--- src/mspe_pkg.sv ---
`default_nettype none

package mspe_pkg;

    localparam int CSR_DATA_W   = 32;
    localparam int CSR_ADDR_W   = 5;
    localparam int DRAM_DATA_W  = 512;
    localparam int DRAM_ADDR_W  = 64;
    localparam int DRAM_BE_W    = 64;
    localparam int DRAM_BURST_W = 3;
    localparam int COUNTER_W    = 64;

    localparam logic [CSR_DATA_W-1:0] VERSION     = 32'h3434_0002;
    localparam logic [CSR_DATA_W-1:0] CSR_DEFAULT = 32'hDEAD_BEEF;

    // CSR word addresses
    localparam logic [CSR_ADDR_W-1:0] CSR_VERSION      = 5'd0;
    localparam logic [CSR_ADDR_W-1:0] CSR_STATUS       = 5'd2;
    localparam logic [CSR_ADDR_W-1:0] CSR_CONTROL      = 5'd3;
    localparam logic [CSR_ADDR_W-1:0] CSR_SRC_COUNT_HI = 5'd6;
    localparam logic [CSR_ADDR_W-1:0] CSR_SRC_COUNT_LO = 5'd7;
    localparam logic [CSR_ADDR_W-1:0] CSR_DRAM_KICK    = 5'd13;
    localparam logic [CSR_ADDR_W-1:0] CSR_DRAM_ADDR_HI = 5'd14;
    localparam logic [CSR_ADDR_W-1:0] CSR_DRAM_ADDR_LO = 5'd15;
    localparam logic [CSR_ADDR_W-1:0] CSR_WINDOW_BASE  = 5'd16;

    localparam int WINDOW_WORDS = 16; // first window address is the top slice

endpackage

`default_nettype wire

--- src/mspe_dram_bridge.sv ---
`timescale 1ns/10ps
`default_nettype none

module mspe_dram_bridge (
    input  wire                                    clk,
    input  wire                                    reset,
    input  wire                                    addr_hi_we,
    input  wire                                    addr_lo_we,
    input  wire                                    window_we,
    input  wire [$clog2(mspe_pkg::WINDOW_WORDS)-1:0] window_index,
    input  wire                                    kick_we,
    input  wire [mspe_pkg::CSR_DATA_W-1:0]         write_word,
    output logic [mspe_pkg::CSR_DATA_W-1:0]        read_slice,
    input  wire                                    m0_waitrequest,
    input  wire [mspe_pkg::DRAM_DATA_W-1:0]        m0_readdata,
    input  wire                                    m0_readdatavalid,
    output logic [mspe_pkg::DRAM_ADDR_W-1:0]       m0_address,
    output logic [mspe_pkg::DRAM_DATA_W-1:0]       m0_writedata,
    output logic                                   m0_write,
    output logic                                   m0_read,
    output logic [mspe_pkg::DRAM_BURST_W-1:0]      m0_burstcount,
    output logic [mspe_pkg::DRAM_BE_W-1:0]         m0_byteenable,
    output logic                                   m0_debugaccess
);

    localparam int W = mspe_pkg::CSR_DATA_W;

    logic [1:0]                       kick;
    logic [1:0]                       kick_d;
    logic [1:0]                       kick_d2;
    logic [1:0]                       kick_rise;
    logic [mspe_pkg::DRAM_DATA_W-1:0] read_word;

    assign kick_rise      = kick_d & ~kick_d2; // bit 1 read, bit 0 write
    assign m0_burstcount  = {{(mspe_pkg::DRAM_BURST_W-1){1'b0}}, 1'b1};
    assign m0_byteenable  = '1;
    assign m0_debugaccess = 1'b0;
    assign read_slice     = read_word[(mspe_pkg::WINDOW_WORDS-1-window_index)*W +: W];

    always_ff @(posedge clk) begin
        if (addr_hi_we)
            m0_address[mspe_pkg::DRAM_ADDR_W-1 -: W] <= write_word;
        if (addr_lo_we)
            m0_address[W-1:0] <= write_word;
        if (window_we)
            m0_writedata[(mspe_pkg::WINDOW_WORDS-1-window_index)*W +: W] <= write_word;
    end

    always_ff @(posedge clk) begin
        if (reset) begin
            kick     <= '0;
            kick_d   <= '0;
            kick_d2  <= '0;
            m0_write <= 1'b0;
            m0_read  <= 1'b0;
        end else begin
            if (kick_we)
                kick <= write_word[1:0];
            kick_d  <= kick;  // extra stage before edge detect
            kick_d2 <= kick_d;
            if (kick_rise[0])
                m0_write <= 1'b1;
            else if (!m0_waitrequest)
                m0_write <= 1'b0; // accepted
            if (kick_rise[1])
                m0_read <= 1'b1;
            else if (!m0_waitrequest)
                m0_read <= 1'b0;
        end
    end

    always_ff @(posedge clk) begin
        if (reset)
            read_word <= '1;
        else if (m0_readdatavalid)
            read_word <= m0_readdata;
    end

    assert property (@(posedge clk) disable iff (reset) !(m0_read && m0_write))
        else $error("m0 read and write requested together");

endmodule

`default_nettype wire

--- config.mk ---
export PLATFORM = sky130hd
export DESIGN_NAME = mspe_dram_bridge
export DESIGN_NICKNAME = d
export VERILOG_FILES = /design/src/mspe_pkg.sv /design/src/mspe_dram_bridge.sv
export SDC_FILE = /design/constraint.sdc
export NUM_CORES = 2
export LEC_CHECK = 0
export BUFFER_PORTS_ARGS = -buffer_cell sky130_fd_sc_hd__buf_2
export CORE_AREA = 2 2 474 476
export CTS_CLUSTER_SIZE = 8
export DETAILED_ROUTE_END_ITERATION = 8
export DIE_AREA = 0 0 476 478
export MAX_ROUTING_LAYER = met4
export PLACE_DENSITY = 0.4
export SYNTH_ARGS = -nofsm -noshare
export SYNTH_HDL_FRONTEND = slang
export SYNTH_SLANG_ARGS = --single-unit
export TNS_END_PERCENT = 1
--- constraint.sdc ---
create_clock -name clk -period 6.9 [get_ports clk]
set_clock_uncertainty 0.2 [all_clocks]
set_input_delay 0.69 -clock clk [delete_from_list [all_inputs] [get_ports clk]]
set_output_delay 0.69 -clock clk [all_outputs]
set_load 0.005 [all_outputs]
==> impl_metrics.toml <==
[run_status]
status = "complete, no violations"

[timing]
final_max_slew_viol_count = 0
finalCriticalPeriod_ns = 4.59
whs_ns = 0.205
max_slew_margin_pct = 19.2
rsz0062_at_grt = "no"
tightest_slew_ns = 1.21
fmax_mhz = 218
fin_setup_tns_ns = 0
setup_viol = 0
hold_viol = 0
period_share_pct = 66.5

[logic_synthesis]
yosys_most_used_dff = "edfxtp_1"
ys_ff_latch = 1096
yosysMostFrequentCell = "edfxtp_1"
seq_area_frac_synth_pct = 62.1
ys_types = 37
yosys.area.top_type = "edfxtp_1"
netlist_area_um2 = 44600
synthTopCellsByCount = "576 x edfxtp_1, 520 x dfxtp_1, 519 x nor2b_1"
synthArstFlopShare_pct = 0
ys_top_cells_by_area = "edfxtp_1 39%, dfxtp_1 23%, a211o_1 10%"
yosys_warnings = 0
synth_area_per_cell_um2 = 12.8
synth_top_area_share_pct = 38.8
synth-edff-count = 576
netlist_instances = 3481

[routing]
post_drt_wl_per_cell_um = 28.1
drt_pass1_iterations = 5
viasPerCell = 4.22
routed_wl_um = 231000
drcViolationCount = 0
ant_nets = 0
num_vias = 34623
drt_iter0_drc = 2411

[clock_network]
cts_resized = 0
path_clk_slew_ns = 0.05
cts_made_buffers = 160
tritoncts = "built"
cts.sinks = 1096
clk_path_buf_depth = 3
clockRootBuffer = "clkbuf_16"
hold_buffers = 514
clkLatencyLatePin_ns = 0.80
h-tree-depth = 4
post_cts_buffers = 0

[global_routing]
grtUsageTotal_pct = 20.1
grt_max_degree = 221
grt_first_pass_wirelength_um = 303000
grt.overflow.total = 0
antenna_found_initial = 136
grt_pass1_vias = 34126

[critical_path]
crit_required_ns = 6.01
crit_type = "input port to primary output"
cp-start-kind = "input port"
critPathSlowestCell = "buf_4"
arrival_ns = 3.70
path_cells = "buf_8, buf_4, mux2i_1, a221oi_2, o21ai_0, nand2_1, buf_2"
crit_path_end_kind = "primary output"
crit_fanout = 45
crit_path_max_incr_delay_ns = 0.82

[final_layout]
utilization_pct = 28.3
final_nets = 5636
layout-drive-gt1-share_pct = 30.3
syn2layout_area_growth_pct = 41.6
finalNonFillerCells = 8195

[floorplan]
dieArea_um2 = 228000
boundaryPins = 1234
std_cell_rows = 174
dieHeight_um = 478
coreArea_um2 = 223000
initial_core_util_pct = 20.0
die_w_um = 476

[power_and_ir_drop]
p_leak_nw = 23.3
max-vdd-ir-drop_v = 0.000235
pwr_density_cell_nw_per_um2 = 264
total_power_mw = 16.7

[placement]
placed_cells = 7394
gp_congestion = 0.844
port_buffers = 1165
hpwl_um = 173000

[hold_path]
hp-class = "input port to register"

[flow_run]
maxCapViolCount = 0
==> per-layer routing <==
layer	track usage, %	vias up	wire length [um]
met5	-	-	0
met2	37.2	1424	124000
met4	4.19	0	5550
met1	22.1	17066	87900
li1	-	15803	-
met3	3.94	330	13500
==> placed cells by master (no fill, tap or decap), drive strengths merged, types with 3 or more instances in the layout <==
| master | instances |
|---|---|
| a211o | 512 |
| a21oi | 3 |
| a221oi | 64 |
| a22oi | 32 |
| and2 | 221 |
| and3 | 31 |
| buf | 1212 |
| clkbuf | 189 |
| clkinv | 17 |
| conb | 68 |
| dfxtp | 520 |
| diode | 74 |
| dlygate4sd3 | 514 |
| edfxtp | 576 |
| inv | 6 |
| mux2i | 130 |
| mux4 | 64 |
| nand2 | 108 |
| nand2b | 3 |
| nand3 | 3 |
| nor2 | 288 |
| nor2b | 519 |
| o21ai | 34 |
==> worst max-delay path: cells and delay by family <==
kind / cells / cell delay [ns]
buffers and inverters: 3 / 1.39
AO/OA/AOI/OAI: 2 / 0.90
multiplexers: 1 / 0.38
AND/OR/NAND/NOR: 1 / 0.17
==> flip-flops by register name, summed over array words and instances, names as in the netlist <==
signal and cells:
kick 2, kick_d2 2, m0_writedata 512, m0_write 1, m0_address 64, read_word 512, m0_read 1, kick_d 2
==> logic make-up after synthesis <==
| logic type | after synthesis | share of synthesized area (%) |
|---|---|---|
| flops | 1096 | 62.1 |
| fa+ha+maj | 2 | 0.0561 |
| compound gates | 650 | 13.2 |
| xor+xnor | 1 | 0.0196 |
| simple gates | 1178 | 14.3 |
| mux | 194 | 6.15 |
| buf+inv | 358 | 4.12 |
| other cells | 2 | 0.0168 |
==> power breakdown <==
group / switching [mW] / total (mW) / internal [mW]
logic: 1.10 / 1.93 / 0.821
registers: 0.182 / 7.34 / 7.16
clock network: 3.13 / 7.40 / 4.27
==> area by class of cell <==
class	instances	area, um^2
diodes	74	185
clock buffers	189	4140
clock inverters	24	443
fillers	23227	160000
inverters	1	3.75
multi-input cells	2093	15500
flip-flops and latches	1096	27700
well taps	2992	3740
repair buffers	1726	11400
==> path summary, 6_finish.rpt <==
| check | start | end | slack (ns) | cells after the start |
|---|---|---|---|---|
| setup / recovery | window_index[0] | read_slice[3] | 2.31 | 7 |
| hold / removal | m0_readdatavalid | read_word[149] | 0.21 | 3 |
| setup reg to reg | read_word[487] | read_word[487] | 5.67 | 2 |
| hold reg to reg | m0_read | m0_read | 0.25 | 2 |
==> metrics by stage <==
step / setup slack, ns / area [um^2]
final: 2.31 / 63200
after global routing: 2.11 / 63100
after CTS: 2.17 / 63000
after detailed placement: 2.03 / 53300
after global placement: 2.11 / 53300
after floorplan: 2.93 / 44900
Note: power is estimated with default switching activity, not from simulation.
