**src/mspe_pkg.sv**
```systemverilog
`default_nettype none

package mspe_pkg;

    localparam int CSR_DATA_W   = 32;
    localparam int CSR_ADDR_W   = 5;
    localparam int DRAM_DATA_W  = 512;
    localparam int DRAM_ADDR_W  = 64;
    localparam int DRAM_BE_W    = 64;
    localparam int DRAM_BURST_W = 3;
    localparam int COUNTER_W    = 64;

    localparam logic [CSR_DATA_W-1:0] VERSION     = 32'h3434_0002;
    localparam logic [CSR_DATA_W-1:0] CSR_DEFAULT = 32'hDEAD_BEEF;

    // CSR word addresses
    localparam logic [CSR_ADDR_W-1:0] CSR_VERSION      = 5'd0;
    localparam logic [CSR_ADDR_W-1:0] CSR_STATUS       = 5'd2;
    localparam logic [CSR_ADDR_W-1:0] CSR_CONTROL      = 5'd3;
    localparam logic [CSR_ADDR_W-1:0] CSR_SRC_COUNT_HI = 5'd6;
    localparam logic [CSR_ADDR_W-1:0] CSR_SRC_COUNT_LO = 5'd7;
    localparam logic [CSR_ADDR_W-1:0] CSR_DRAM_KICK    = 5'd13;
    localparam logic [CSR_ADDR_W-1:0] CSR_DRAM_ADDR_HI = 5'd14;
    localparam logic [CSR_ADDR_W-1:0] CSR_DRAM_ADDR_LO = 5'd15;
    localparam logic [CSR_ADDR_W-1:0] CSR_WINDOW_BASE  = 5'd16;

    localparam int WINDOW_WORDS = 16; // first window address is the top slice

endpackage

`default_nettype wire

```
**src/mspe_csr.sv**
```systemverilog
`timescale 1ns/10ps
`default_nettype none

module mspe_csr #(
    parameter int CORES = 4
) (
    input  wire                                    clk,
    input  wire                                    reset,
    input  wire [mspe_pkg::CSR_ADDR_W-1:0]         csr_address,
    input  wire [mspe_pkg::CSR_DATA_W-1:0]         csr_writedata,
    input  wire                                    csr_write,
    input  wire                                    csr_read,
    output logic [mspe_pkg::CSR_DATA_W-1:0]        csr_readdata,
    input  wire [CORES-1:0]                        core_halt,
    input  wire [mspe_pkg::COUNTER_W-1:0]          src_counter,
    input  wire [mspe_pkg::CSR_DATA_W-1:0]         read_slice,
    output logic                                   addr_hi_we,
    output logic                                   addr_lo_we,
    output logic                                   window_we,
    output logic [$clog2(mspe_pkg::WINDOW_WORDS)-1:0] window_index,
    output logic                                   kick_we,
    output logic [mspe_pkg::CSR_DATA_W-1:0]        write_word,
    output logic                                   all_core_reset,
    output logic                                   src_clear
);

    logic                            window_hit;
    logic [mspe_pkg::CSR_DATA_W-1:0] status_word;
    logic [mspe_pkg::CSR_DATA_W-1:0] control_word;

    assign window_hit   = (csr_address >= mspe_pkg::CSR_WINDOW_BASE);
    assign window_index = csr_address[$clog2(mspe_pkg::WINDOW_WORDS)-1:0];
    assign write_word   = csr_writedata;

    // bridge strobes
    assign addr_hi_we = csr_write && (csr_address == mspe_pkg::CSR_DRAM_ADDR_HI);
    assign addr_lo_we = csr_write && (csr_address == mspe_pkg::CSR_DRAM_ADDR_LO);
    assign kick_we    = csr_write && (csr_address == mspe_pkg::CSR_DRAM_KICK);
    assign window_we  = csr_write && window_hit;

    always_comb begin
        status_word = '0;
        status_word[CORES-1:0] = core_halt;
        control_word = '0;
        control_word[3] = all_core_reset;
        control_word[0] = src_clear;
    end

    always_ff @(posedge clk) begin
        if (reset) begin
            all_core_reset <= 1'b0;
            src_clear      <= 1'b0;
        end else if (csr_write && csr_address == mspe_pkg::CSR_CONTROL) begin
            all_core_reset <= csr_writedata[3];
            src_clear      <= csr_writedata[0];
        end
    end

    always_ff @(posedge clk) begin
        if (reset) begin
            csr_readdata <= '0;
        end else if (csr_read) begin
            case (csr_address)
                mspe_pkg::CSR_VERSION: begin
                    csr_readdata <= mspe_pkg::VERSION;
                end
                mspe_pkg::CSR_STATUS: begin
                    csr_readdata <= status_word;
                end
                mspe_pkg::CSR_CONTROL: begin
                    csr_readdata <= control_word;
                end
                mspe_pkg::CSR_SRC_COUNT_HI: begin
                    csr_readdata <= src_counter[mspe_pkg::COUNTER_W-1 -: mspe_pkg::CSR_DATA_W];
                end
                mspe_pkg::CSR_SRC_COUNT_LO: begin
                    csr_readdata <= src_counter[mspe_pkg::CSR_DATA_W-1:0];
                end
                default: begin
                    csr_readdata <= window_hit ? read_slice : mspe_pkg::CSR_DEFAULT;
                end
            endcase
        end
    end

    // host never issues read and write in one cycle
    assert property (@(posedge clk) disable iff (reset) !(csr_read && csr_write))
        else $error("csr read and write issued together");

endmodule

`default_nettype wire

```
**config.mk**
```make
export PLATFORM = sky130hd
export DESIGN_NAME = mspe_csr
export DESIGN_NICKNAME = d
export VERILOG_FILES = /design/src/mspe_pkg.sv /design/src/mspe_csr.sv
export SDC_FILE = /design/constraint.sdc
export NUM_CORES = 1
export LEC_CHECK = 0
export ABC_AREA = 1
export BUFFER_PORTS_ARGS = -buffer_cell sky130_fd_sc_hd__buf_2
export CORE_MARGIN = 10
export CORE_UTILIZATION = 43
export CTS_BUF_LIST = sky130_fd_sc_hd__clkbuf_8 sky130_fd_sc_hd__clkbuf_16
export DETAILED_ROUTE_END_ITERATION = 16
export HOLD_SLACK_MARGIN = 0.06
export PLACE_DENSITY = 0.88
export SLEW_MARGIN = 20
export SYNTH_ARGS = -nofsm -noshare
export SYNTH_HDL_FRONTEND = slang
export SYNTH_SLANG_ARGS = --single-unit
```
**constraint.sdc**
```tcl
create_clock -name clk -period 3.15 [get_ports clk]
set_clock_uncertainty 0.1 [all_clocks]
set_input_delay 0.315 -clock clk [delete_from_list [all_inputs] [get_ports clk]]
set_output_delay 0.315 -clock clk [all_outputs]
set_load 0.01 [all_outputs]
```
==> tab_implementation.tex <==
\begin{tabular}{lr}
\hline
Metric & Value \\
\hline
\multicolumn{2}{l}{\textbf{Outcome}} \\
Status & finished clean \\
\multicolumn{2}{l}{\textbf{Layout}} \\
Share of cells above drive strength 1 & about a third \\
Register Area & a little under 700 sq um \\
Layout Nets & 658 \\
Post-layout instance area & around 3100 sq um \\
Fillcell total & approximately 590 \\
Final design utilization & a little over half \\
Multi-input combinational cell area & about 1300 sq um \\
Number of antenna diodes & 0 \\
Layout overhead on the synthesized area & 19.8\% \\
\multicolumn{2}{l}{\textbf{Floorplanning}} \\
Number of cell rows & 28 \\
Starting density of the core & approximately 44\% \\
Area of the die & 9600 sq um \\
Die Span Y & about 98 um \\
Placeable core region & a little under 6000 sq um \\
Die span in x & 98.0 um \\
Number of primary I/O pins & 215 \\
\multicolumn{2}{l}{\textbf{Timing}} \\
Final clock period utilization by the worst path & between 70\% and 80\% \\
Final setup violation count & 0 \\
Number of pins exceeding their max-slew limit in the final report & 0 \\
Worst hold margin & approximately 0.24 ns \\
Setup repair after global routing missed its margin & no \\
Actual transition at the worst max-transition pin & just under 0.9 ns \\
Peak clock frequency supported by timing & 444 MHz \\
Final-layout setup total negative slack & 0 ns \\
Final-report hold violation count & 0 \\
Final min period & 2.25 ns \\
Tightest slew margin relative to the limit & between 40\% and 50\% \\
\multicolumn{2}{l}{\textbf{Placement}} \\
Final weighted congestion in routability-driven placement & a little over 0.8 \\
HPWL after DPL & 7.05 mm \\
Port Buffer Count & 154 \\
Placed Instance Area & 3050 sq um \\
\multicolumn{2}{l}{\textbf{Setup path}} \\
Setup CP Type & input port to flop \\
Endpoint required time on the critical path & roughly 3.2 ns \\
Category of the worst setup path launch point & input port \\
Worst Setup End Kind & flop \\
Top fanout value on the critical path & 30 \\
Worst Path Arrival & between 2 and 2.5 ns \\
\multicolumn{2}{l}{\textbf{Detailed routing}} \\
Number of DRC violations after detailed-routing iteration 0 & roughly 100 \\
Post-DR vias/cell & about 5.0 \\
Detail Route Antenna Nets & 0 \\
Count of vias placed by the detailed router & 2956 \\
Average detailed-routed wire length per instance & 15.3 um \\
Aggregate routed wire length & between 9 and 10 mm \\
Number of detailed-route iterations in the first pass & 5 \\
Count of unresolved DRC violations after routing & 0 \\
\multicolumn{2}{l}{\textbf{Clock network}} \\
Source-to-sink clock delay at the later pin of the worst-skew pair & roughly 0.28 ns \\
Clock-pin slew reported for the worst setup and hold paths after clock tree synthesis & approximately 0.08 ns \\
Number of clock sinks & 34 \\
Number of CTS-inserted buffers & 5 \\
Max Buffers Root-to-Sink & 2 \\
Post-CTS sizing & 0 \\
Clk root buf & sky130\_fd\_sc\_hd\_\_clkbuf\_8 \\
Buffers inserted during post-CTS setup optimization & 0 \\
Hold-fix buffers at CTS & 0 \\
CTS tree & done \\
Number of levels the H-tree was split into & 2 \\
\multicolumn{2}{l}{\textbf{Yosys}} \\
Mean instance size in the synthesized netlist & 6.29 sq um \\
Part of the Yosys area used for sequential elements & around a quarter \\
Cell type with the highest aggregate area in the netlist & sky130\_fd\_sc\_hd\_\_dfxtp\_1 \\
Fraction of registers with async set/reset & 0\% \\
Top area cells in the synthesized netlist & sky130\_fd\_sc\_hd\_\_dfxtp\_1, sky130\_fd\_sc\_hd\_\_nand2\_1, sky130\_fd\_sc\_hd\_\_buf\_4, sky130\_fd\_sc\_hd\_\_nor2\_1, sky130\_fd\_sc\_hd\_\_o2111ai\_1 \\
Area of the mapped netlist & approximately 2600 sq um \\
Net Count, Synth & around 560 \\
Area share of the leading cell type in the synthesized netlist & about a quarter \\
Number of flops mapped to enable cells by yosys & 0 \\
Number of distinct library cell variants in the gate-level netlist after synthesis & 22 \\
Instance count of the mapped netlist & roughly 420 \\
Main flop type after synthesis & sky130\_fd\_sc\_hd\_\_dfxtp\_1 \\
Synth warn & 0 \\
Seq cells post-synth & 34 \\
\multicolumn{2}{l}{\textbf{Run}} \\
Max-cap violations & 0 \\
\multicolumn{2}{l}{\textbf{GRT}} \\
Overflow left after global routing & 0 \\
Overall Global Routing Usage & approximately 18\% \\
Global-route wire length before repair & approximately 15 mm \\
Top Usage Layer GRT & met2 \\
Met3 usage & under 10\% \\
Number of global-route vias before repair & between 2000 and 3000 \\
Global-route track usage on met1 & about a fifth \\
Met2 usage in global routing & between 30\% and 40\% \\
Number of antenna violations at the first check in global routing & 1 \\
Pin count of the biggest net entering global routing & 52 \\
\multicolumn{2}{l}{\textbf{Pwr}} \\
Pwr per Cell Area & between 300 and 400 nW/um\^{}2 \\
Leakage component of the power & 1.87 nW \\
Worst VDD drop & 207 uV \\
\multicolumn{2}{l}{\textbf{Worst hold path}} \\
Type of the worst min-delay path & input port to flop \\
\hline
\end{tabular}
[sequential cells by signal, indices dropped and copies added (netlist names)]
name	flops
csr_readdata	32
all_core_reset	1
src_clear	1
[final cells by class]
| type | instances | area share (%) |
|---|---|---|
| Sequential cell | 34 | 21.7 |
| Inverter | 46 | 5.51 |
| Timing Repair Buffer | 155 | 24.8 |
| Multi-Input combinational cell | 275 | 42.2 |
| Clock inverter | 3 | 0.559 |
| Clock buffer | 5 | 2.20 |
| Tap cell | 75 | 3.00 |
[layout by cell type, fill, tap and decap left out, types with 2 or more instances in the layout]
cell type                   instances
sky130_fd_sc_hd__dfxtp_1           34
sky130_fd_sc_hd__nand2_1          115
sky130_fd_sc_hd__clkbuf_8           5
sky130_fd_sc_hd__buf_2            154
sky130_fd_sc_hd__inv_2              6
sky130_fd_sc_hd__o21ai_0            2
sky130_fd_sc_hd__nor2_1            64
sky130_fd_sc_hd__nand4_1            7
sky130_fd_sc_hd__nor2_4             2
sky130_fd_sc_hd__a21oi_1           13
sky130_fd_sc_hd__nand3b_1          16
sky130_fd_sc_hd__o2111ai_1         21
sky130_fd_sc_hd__nand3_1           23
sky130_fd_sc_hd__o211ai_1           8
sky130_fd_sc_hd__inv_1             40
[worst max-delay path, stage by stage]
cell and delay (ns):
sky130_fd_sc_hd__buf_2 0.21, sky130_fd_sc_hd__inv_2 0.42, sky130_fd_sc_hd__nand3_1 0.75, sky130_fd_sc_hd__nand3_1 0.40
sky130_fd_sc_hd__nand2_1 0.09, sky130_fd_sc_hd__nand2_1 0.06, sky130_fd_sc_hd__a21oi_1 0.06
[power breakdown]
group	internal (mW)	switching (mW)
Sequential	0.462	0.0159
Combinational	0.125	0.153
Clock	0.153	0.168
[worst paths after layout]
kind,end,depth (start not counted),slack (ns),start
worst min-delay path,src_clear,3,0.24,csr_writedata[0]
worst max-delay path,csr_readdata[3],7,0.90,csr_address[4]
worst min register to register,all_core_reset,2,0.37,all_core_reset
worst max register to register,csr_readdata[0],6,2.14,src_clear
[Yosys cell counts (6+ instances only)]
master / number
sky130_fd_sc_hd__dfxtp_1: 34
sky130_fd_sc_hd__nand4_1: 7
sky130_fd_sc_hd__o211ai_1: 8
sky130_fd_sc_hd__nand3_1: 23
sky130_fd_sc_hd__clkbuf_1: 8
sky130_fd_sc_hd__inv_1: 39
sky130_fd_sc_hd__inv_2: 6
sky130_fd_sc_hd__buf_6: 8
sky130_fd_sc_hd__buf_2: 7
sky130_fd_sc_hd__nand2_1: 115
sky130_fd_sc_hd__a21oi_1: 13
sky130_fd_sc_hd__buf_4: 38
sky130_fd_sc_hd__nor2_1: 64
sky130_fd_sc_hd__o2111ai_1: 21
sky130_fd_sc_hd__nand3b_1: 16
[routing by layer]
metal	routed length [um]	vias up	part of all wire, %
li1	-	1501	-
met1	3610	1278	40
met2	4260	153	47
met3	1020	22	11
met4	174	2	1.9
met5	7	-	0.077
[cell families after synthesis]
kind of cell	after synthesis	synth area share [%]
and+or+nand+nor	231	38.3
buffers and inverters	107	23.4
AOI/OAI and AO/OA	44	12.2
DFF	34	26.0
[stage by stage]
stage / setup slack [ns] / std cells / power [mW]
after global placement: 0.715 / 585 / 0.759
after CTS: 0.922 / 593 / 1.09
after global routing: 0.675 / 593 / 1.15
after detailed placement: 0.613 / 585 / 0.767
after floorplan: 1.61 / 416 / 0.683
final: 0.899 / 593 / 1.08
Power figures use the tool's default switching activity.
